## src/source/sys16_defines.svh

```systemverilog
`ifndef SYS16_DEFINES_SVH
`define SYS16_DEFINES_SVH

// Bus widths
`define SYS16_ADDR_W    23          // Word address, bits 23 to 1
`define SYS16_DATA_W    16

// Region codes, top address bits [23:22] and page bits [18:16]
`define SYS16_TOP_ROM   2'd0        // 00-03, any page
`define SYS16_TOP_VRAM  2'd1
`define SYS16_PAGE_VRAM 3'd0        // 40
`define SYS16_TOP_CHAR  2'd1
`define SYS16_PAGE_CHAR 3'd1        // 41
`define SYS16_TOP_OBJ   2'd1
`define SYS16_PAGE_OBJ  3'd4        // 44
`define SYS16_TOP_PAL   2'd2
`define SYS16_PAGE_PAL  3'd4        // 84
`define SYS16_TOP_RAM   2'd3
`define SYS16_PAGE_RAM  3'd7        // c7

`define SYS16_VBL_LINE  9'd223      // VBLANK interrupt line
`define SYS16_OPEN_BUS  16'hffff    // Nothing selected

`endif

```

## src/source/sys16_pkg.sv

```systemverilog
`default_nettype none
`include "sys16_defines.svh"

package sys16_pkg;

    // One word on the 68000 data bus
    typedef logic [`SYS16_DATA_W-1:0] bus_word_t;

    // Memory region hit by a CPU address
    typedef enum logic [2:0] {
        region_none,    // Unmapped, also I/O and watchdog
        region_rom,
        region_vram,
        region_char,
        region_obj,
        region_pal,
        region_ram
    } sys16_region_e;

endpackage

`default_nettype wire

```

## src/source/sys16_map_decode.sv

```systemverilog
`timescale 1ns/100ps
`default_nettype none
`include "sys16_defines.svh"

module sys16_map_decode (
    input  wire                     clk,
    input  wire                     rst,
    input  wire                     as_n,
    input  wire [`SYS16_ADDR_W:1]   addr,
    output logic                    rom_cs,
    output logic                    char_cs,
    output logic                    objram_cs,
    output logic                    pal_cs,
    output logic                    pre_vram_cs,   // Before cpu_cen qualification
    output logic                    pre_ram_cs
);
    import sys16_pkg::*;

    logic [1:0]    top;
    logic [2:0]    page;
    sys16_region_e region;

    assign top  = addr[23:22];
    assign page = addr[18:16];

    // System 16A memory map
    always_comb begin
        if (top == `SYS16_TOP_ROM) begin
            region = region_rom;
        end else if (top == `SYS16_TOP_VRAM && page == `SYS16_PAGE_VRAM) begin
            region = region_vram;
        end else if (top == `SYS16_TOP_CHAR && page == `SYS16_PAGE_CHAR) begin
            region = region_char;
        end else if (top == `SYS16_TOP_OBJ && page == `SYS16_PAGE_OBJ) begin
            region = region_obj;
        end else if (top == `SYS16_TOP_PAL && page == `SYS16_PAGE_PAL) begin
            region = region_pal;
        end else if (top == `SYS16_TOP_RAM && page == `SYS16_PAGE_RAM) begin
            region = region_ram;
        end else begin
            region = region_none;  // I/O and watchdog land here too
        end
    end

    // One-hot selects, held only while the address strobe is low
    always_ff @(posedge clk or posedge rst) begin
        if (rst) begin
            rom_cs      <= 1'b0;
            char_cs     <= 1'b0;
            objram_cs   <= 1'b0;
            pal_cs      <= 1'b0;
            pre_vram_cs <= 1'b0;
            pre_ram_cs  <= 1'b0;
        end else begin
            rom_cs      <= !as_n && region == region_rom;
            char_cs     <= !as_n && region == region_char;
            objram_cs   <= !as_n && region == region_obj;
            pal_cs      <= !as_n && region == region_pal;
            pre_vram_cs <= !as_n && region == region_vram;
            pre_ram_cs  <= !as_n && region == region_ram;
        end
    end

endmodule

`default_nettype wire

```

## src/source/sys16_bus_wait.sv

```systemverilog
`timescale 1ns/100ps
`default_nettype none

module sys16_bus_wait (
    input  wire     clk,
    input  wire     rst,
    input  wire     cpu_cen,
    input  wire     cpu_cenb,
    input  wire     as_n,
    input  wire     uds_wn,
    input  wire     lds_wn,
    input  wire     rom_cs,
    input  wire     char_cs,
    input  wire     objram_cs,
    input  wire     pal_cs,
    input  wire     pre_vram_cs,
    input  wire     pre_ram_cs,
    input  wire     rom_ok,
    input  wire     ram_ok,
    output logic    ram_cs,
    output logic    vram_cs,
    output logic    dtack_n
);

    logic [1:0] wn_last;     // Write strobes seen on the previous clk
    logic       wn_stable;
    logic [1:0] pre_cs;      // {ram, vram}
    logic [1:0] cs;
    logic       bus_cs;
    logic       bus_busy;

    assign wn_stable = wn_last == {uds_wn, lds_wn};
    assign pre_cs    = {pre_ram_cs, pre_vram_cs};
    assign {ram_cs, vram_cs} = cs;

    // Any mapped region that acknowledges the CPU
    assign bus_cs = rom_cs | char_cs | objram_cs | pal_cs | pre_vram_cs | pre_ram_cs;

    // Slow sources still fetching
    assign bus_busy = (rom_cs & ~rom_ok) | ((pre_ram_cs | pre_vram_cs) & ~ram_ok);

    always_ff @(posedge clk or posedge rst) begin
        if (rst) begin
            wn_last <= 2'b11;
        end else begin
            wn_last <= {uds_wn, lds_wn};
        end
    end

    // RAM requests start on a cpu_cen edge with settled strobes,
    // then hold until the pre-select drops
    always_ff @(posedge clk or posedge rst) begin
        if (rst) begin
            cs <= 2'b00;
        end else begin
            cs <= pre_cs & (cs | {2{cpu_cen & wn_stable}});
        end
    end

    // DTACK on the cpu_cenb phase, released at the end of AS
    always_ff @(posedge clk or posedge rst) begin
        if (rst) begin
            dtack_n <= 1'b1;
        end else if (as_n) begin
            dtack_n <= 1'b1;
        end else if (cpu_cenb && bus_cs && !bus_busy) begin
            dtack_n <= 1'b0;      // Unmapped accesses never get here
        end
    end

endmodule

`default_nettype wire

```

## src/source/sys16_rd_mux.sv

```systemverilog
`timescale 1ns/100ps
`default_nettype none
`include "sys16_defines.svh"

module sys16_rd_mux (
    input  wire                         clk,
    input  wire                         rst,
    input  wire                         ram_cs,
    input  wire                         vram_cs,
    input  wire                         rom_cs,
    input  wire                         char_cs,
    input  wire                         pal_cs,
    input  wire                         objram_cs,
    input  wire sys16_pkg::bus_word_t   ram_data,    // Shared by RAM and VRAM
    input  wire sys16_pkg::bus_word_t   rom_data,
    input  wire sys16_pkg::bus_word_t   char_dout,
    input  wire sys16_pkg::bus_word_t   pal_dout,
    input  wire sys16_pkg::bus_word_t   obj_dout,
    output sys16_pkg::bus_word_t        cpu_din
);

    // Fixed priority, RAM and VRAM first
    always_ff @(posedge clk or posedge rst) begin
        if (rst) begin
            cpu_din <= `SYS16_OPEN_BUS;
        end else if (ram_cs || vram_cs) begin
            cpu_din <= ram_data;
        end else if (rom_cs) begin
            cpu_din <= rom_data;
        end else if (char_cs) begin
            cpu_din <= char_dout;
        end else if (pal_cs) begin
            cpu_din <= pal_dout;
        end else if (objram_cs) begin
            cpu_din <= obj_dout;
        end else begin
            cpu_din <= `SYS16_OPEN_BUS;    // Open bus
        end
    end

endmodule

`default_nettype wire

```

## src/source/sys16_vblank_irq.sv

```systemverilog
`timescale 1ns/100ps
`default_nettype none
`include "sys16_defines.svh"

module sys16_vblank_irq (
    input  wire         clk,
    input  wire         rst,
    input  wire         hstart,
    input  wire [8:0]   vdump,
    input  wire         as_n,
    input  wire [2:0]   fc,
    output logic        ipl2_n      // Level 4, VBLANK
);

    logic hstart_last;
    logic hstart_rise;
    logic int_ack;

    assign hstart_rise = hstart & ~hstart_last;
    assign int_ack     = &fc & ~as_n;   // CPU space cycle

    always_ff @(posedge clk or posedge rst) begin
        if (rst) begin
            hstart_last <= 1'b0;
            ipl2_n      <= 1'b1;
        end else begin
            hstart_last <= hstart;
            // Acknowledge has priority over a new request
            if (int_ack) begin
                ipl2_n <= 1'b1;
            end else if (hstart_rise && vdump == `SYS16_VBL_LINE) begin
                ipl2_n <= 1'b0;
            end
        end
    end

endmodule

`default_nettype wire

```

## src/source/sys16_main.sv

```systemverilog
`timescale 1ns/100ps
`default_nettype none
`include "sys16_defines.svh"

module sys16_main (
    input  wire                         clk,
    input  wire                         rst,
    input  wire                         cpu_cen,
    input  wire                         cpu_cenb,
    // CPU bus
    input  wire [`SYS16_ADDR_W:1]       addr,
    input  wire                         as_n,
    input  wire                         uds_n,
    input  wire                         lds_n,
    input  wire                         rnw,
    input  wire [2:0]                   fc,
    input  wire sys16_pkg::bus_word_t   cpu_dout,   // Write data, routed to memories outside
    output sys16_pkg::bus_word_t        cpu_din,
    output wire                         dtack_n,
    output wire                         ipl2_n,
    output wire                         uds_wn,
    output wire                         lds_wn,
    output wire [12:1]                  cpu_addr,
    output wire [17:1]                  rom_addr,
    // Memory side
    output wire                         rom_cs,
    output wire                         char_cs,
    output wire                         objram_cs,
    output wire                         pal_cs,
    output wire                         ram_cs,
    output wire                         vram_cs,
    input  wire sys16_pkg::bus_word_t   rom_data,
    input  wire                         rom_ok,
    input  wire sys16_pkg::bus_word_t   ram_data,
    input  wire                         ram_ok,
    input  wire sys16_pkg::bus_word_t   char_dout,
    input  wire sys16_pkg::bus_word_t   pal_dout,
    input  wire sys16_pkg::bus_word_t   obj_dout,
    // Video timing
    input  wire [8:0]                   vdump,
    input  wire                         hstart
);

    wire pre_vram_cs;
    wire pre_ram_cs;

    assign uds_wn   = rnw | uds_n;
    assign lds_wn   = rnw | lds_n;
    assign cpu_addr = addr[12:1];
    assign rom_addr = addr[17:1];

    sys16_map_decode u_decode (
        .clk         (clk),
        .rst         (rst),
        .as_n        (as_n),
        .addr        (addr),
        .rom_cs      (rom_cs),
        .char_cs     (char_cs),
        .objram_cs   (objram_cs),
        .pal_cs      (pal_cs),
        .pre_vram_cs (pre_vram_cs),
        .pre_ram_cs  (pre_ram_cs)
    );

    sys16_bus_wait u_wait (
        .clk         (clk),
        .rst         (rst),
        .cpu_cen     (cpu_cen),
        .cpu_cenb    (cpu_cenb),
        .as_n        (as_n),
        .uds_wn      (uds_wn),
        .lds_wn      (lds_wn),
        .rom_cs      (rom_cs),
        .char_cs     (char_cs),
        .objram_cs   (objram_cs),
        .pal_cs      (pal_cs),
        .pre_vram_cs (pre_vram_cs),
        .pre_ram_cs  (pre_ram_cs),
        .rom_ok      (rom_ok),
        .ram_ok      (ram_ok),
        .ram_cs      (ram_cs),
        .vram_cs     (vram_cs),
        .dtack_n     (dtack_n)
    );

    sys16_rd_mux u_rd_mux (
        .clk         (clk),
        .rst         (rst),
        .ram_cs      (ram_cs),
        .vram_cs     (vram_cs),
        .rom_cs      (rom_cs),
        .char_cs     (char_cs),
        .pal_cs      (pal_cs),
        .objram_cs   (objram_cs),
        .ram_data    (ram_data),
        .rom_data    (rom_data),
        .char_dout   (char_dout),
        .pal_dout    (pal_dout),
        .obj_dout    (obj_dout),
        .cpu_din     (cpu_din)
    );

    sys16_vblank_irq u_irq (
        .clk         (clk),
        .rst         (rst),
        .hstart      (hstart),
        .vdump       (vdump),
        .as_n        (as_n),
        .fc          (fc),
        .ipl2_n      (ipl2_n)
    );

endmodule

`default_nettype wire

```

## config.mk

```make
export PLATFORM = sky130hd
export DESIGN_NAME = sys16_main
export DESIGN_NICKNAME = d
export VERILOG_FILES = /design/src/source/sys16_pkg.sv /design/src/source/sys16_map_decode.sv /design/src/source/sys16_bus_wait.sv /design/src/source/sys16_rd_mux.sv /design/src/source/sys16_vblank_irq.sv /design/src/source/sys16_main.sv
export VERILOG_INCLUDE_DIRS = /design/src /design/src/source
export SDC_FILE = /design/constraint.sdc
export NUM_CORES = 1
export LEC_CHECK = 0
export BUFFER_PORTS_ARGS = -buffer_cell sky130_fd_sc_hd__buf_2
export CAP_MARGIN = 5
export CORE_AREA = 2 2 77 79
export DETAILED_ROUTE_END_ITERATION = 6
export DIE_AREA = 0 0 79 81
export HOLD_SLACK_MARGIN = 0.03
export PLACE_DENSITY = 0.73
export SKIP_LAST_GASP = 1
export SLEW_MARGIN = 15
export SYNTH_ARGS = -nofsm -noshare
export SYNTH_HDL_FRONTEND = slang
export SYNTH_SLANG_ARGS = --single-unit
```

## constraint.sdc

```tcl
create_clock -name clk -period 3.3 [get_ports clk]
set_input_delay 0.66 -clock clk [delete_from_list [all_inputs] [get_ports clk]]
set_output_delay 0.66 -clock clk [all_outputs]
set_load 0.01 [all_outputs]
```

==> results.toml <==
[floorplan]
start_util = 0.311
die_h_um = 81
die_area_um2 = 6400
io_pins = 197
coreArea_um2 = 5680
fp-row-count = 28
die_x_um = 79

[pwr]
p_sw_mw = 0.195
p_seq_frac = 0.475
vdd_drop_max_v = 0.000117
p_leak_nw = 1.12
power.density_nw_per_um2 = 349
swShare = 0.237
p_int_mw = 0.628
pwr-share-comb = 0.168
clockPowerShare = 0.357

[sta]
rsz0062_at_grt = "no"
fmax_mhz = 483
tns_ns = 0
setup_viol = 0
slew_violations = 0
slew_headroom = 0.456
finalHoldViolations = 0
finalCritPeriodShare = 0.628
skew_ns = 0.00511
fin_crit_ns = 2.07
worstMarginPinSlew_ns = 0.814

[place]
dp_hpwl_mm = 4.06
gp_congestion = 0.720
dpl.cell_count = 356
port_buffers = 135

[critical_path]
path_class = "reg -> out"
crit_arrival_ns = 1.41
path_buf_inv = 1
critPathTopFamily = "flip-flops"
worst_setup_path_end_kind = "output port"
crit_required_ns = 2.64
crit_chain = "buf_2"
crit_path_start_kind = "flip-flop"
crit_fanout = 24
cp_slowest_stage_delay_ns = 0.87
critPathSlowestCell = "dfrtp_1"

[grt]
grt_pass1_vias = 1660
track_usage = 0.157
grt-ovfl-total = 0
grt_max_degree = 33
grt_first_pass_wirelength_mm = 7.73
antenna_found_initial = 0

[logic_synthesis]
synth_area_leaders = "dfstp_2 30%, dfrtp_1 13%, buf_4 12%"
synth_most_common_cell = "buf_4"
synth_edf_count = 0
synth_fp_nets = 326
ys_warn_count = 0
avgSynthCellArea_um2 = 9.58
synth_top_area_frac = 0.298
ys.flop_type = "dfstp_2"
synth_common_cells = "29 x buf_4, 20 x dfstp_2, 15 x nand2_1"
synth_area_leader_cell = "dfstp_2"
synth_seq_cells = 29
synthCells = 184
synthDistinctLibCells = 38
syn_area_um2 = 1760
async_flop_share = 1.00
yosysSeqAreaShare = 0.426

[clocking]
cts_made_buffers = 5
post_cts_resized = 0
clk_latency_ns = 0.27
cts_root_buffer = "clkbuf_8"
htree_levels = 2
clk_path_buf_depth = 2
cts_tree = "done"
cts.sinks = 29
cts_hold_buf = 0
cts_setup_buffers = 0
clkSlewWorstSetupHoldPaths_ns = 0.06

[route]
postRouteWirelength_mm = 5.32
num_vias = 1771
drtIter0Drc = 57
wl_per_cell_um = 14.6
dr.pass1.iters = 5
drt-vias-per-instance = 4.87
antenna_left = 0
drcViolationCount = 0

[outcome]
outcome = "finished, final reports clean"

[cells_and_area]
instances_no_fill = 364
area_growth_syn_to_layout_pct = 33.9
drive_gt1_frac = 0.602
n_fill_cell = 577
regArea_um2 = 751
antennaDiodeCount = 0
multi_input_area_um2 = 709
nets = 430

[min_path]
min_path_type = "reg -> reg"

[job]
maxCapViolCount = 0
-- state kept, by name, summed over array words and instances (netlist names) --
signal and flops:
u_decode.pal_cs 1, u_wait.dtack_n 1, u_rd_mux.cpu_din 16, u_decode.rom_cs 1
u_irq.hstart_last 1, u_wait.cs 2, u_decode.pre_ram_cs 1, u_irq.ipl2_n 1
u_decode.objram_cs 1, u_decode.pre_vram_cs 1, u_decode.char_cs 1, u_wait.wn_last 2
-- power groups by stage --
stage,registers [mW],clock network (mW),logic [mW]
floorplan,0.401,0,0.0781
global placement,0.396,0,0.137
detailed placement,0.397,0,0.140
CTS,0.391,0.305,0.141
global route,0.393,0.320,0.153
finish,0.391,0.294,0.139
-- layout by cell type, fill, tap and decap left out, drive strengths merged, types with 4 or more instances in the layout --
cell type	netlist	final
a21oi	9	9
a222oi	11	11
a22o	4	4
buf	33	137
clkbuf	7	8
dfrtp	9	9
dfstp	20	20
inv	7	7
nand2	15	15
nor2	7	7
o21ai	17	17
o22a	11	11
o22ai	4	4
-- through the flow --
step / hold slack [ns] / utilization / setup slack, ns / area [µm²] / total power [mW]
after floorplan: 0.458 / - / 1.66 / 1760 / 0.479
after global placement: 0.471 / 0.400 / 1.38 / 2270 / 0.533
after detailed placement: 0.478 / 0.400 / 1.36 / 2270 / 0.537
after CTS: 0.492 / 0.416 / 1.17 / 2360 / 0.837
after global routing: 0.502 / 0.416 / 1.14 / 2360 / 0.866
final: 0.488 / 0.416 / 1.23 / 2360 / 0.824
-- worst paths after layout --
| kind | startpoint | end | slack (ns) | depth (start not counted) |
|---|---|---|---|---|
| worst min-delay path | u_decode.pre_vram_cs | u_wait.cs[0] | 0.49 | 1 |
| worst max-delay path | u_decode.rom_cs | rom_cs | 1.23 | 1 |
| worst min register to register | u_decode.pre_vram_cs | u_wait.cs[0] | 0.49 | 1 |
| min in group asynchronous | rst | u_rd_mux.cpu_din[14] | 0.82 | 2 |
| worst max register to register | u_decode.rom_cs | u_rd_mux.cpu_din[7] | 1.37 | 3 |
| max in group asynchronous | rst | u_wait.dtack_n | 2.14 | 3 |
-- final cells by class --
cell class | count | share of cell area
inverters | 7 | 0.0111
flip-flops and latches | 29 | 0.318
multi-input cells | 108 | 0.300
well taps | 75 | 0.0397
clock buffers | 8 | 0.0382
repair buffers | 137 | 0.293
-- kinds of logic after synthesis --
group,Yosys count,share of synthesized area
AO/OA/AOI/OAI,64,0.267
XOR/XNOR,1,0.00497
buffers and inverters,47,0.172
flip-flops,29,0.426
AND/OR/NAND/NOR,43,0.131
-- per-layer routing --
layer | global-route usage | routed length (µm) | vias to the layer above
li1 | - | - | 861
met1 | 0.186 | 2120 | 817
met2 | 0.267 | 2640 | 75
met3 | 0.0322 | 439 | 18
met4 | 0.0897 | 119 | 0
met5 | 0 | 0 | -
Note: power is estimated with default switching activity, not from simulation.
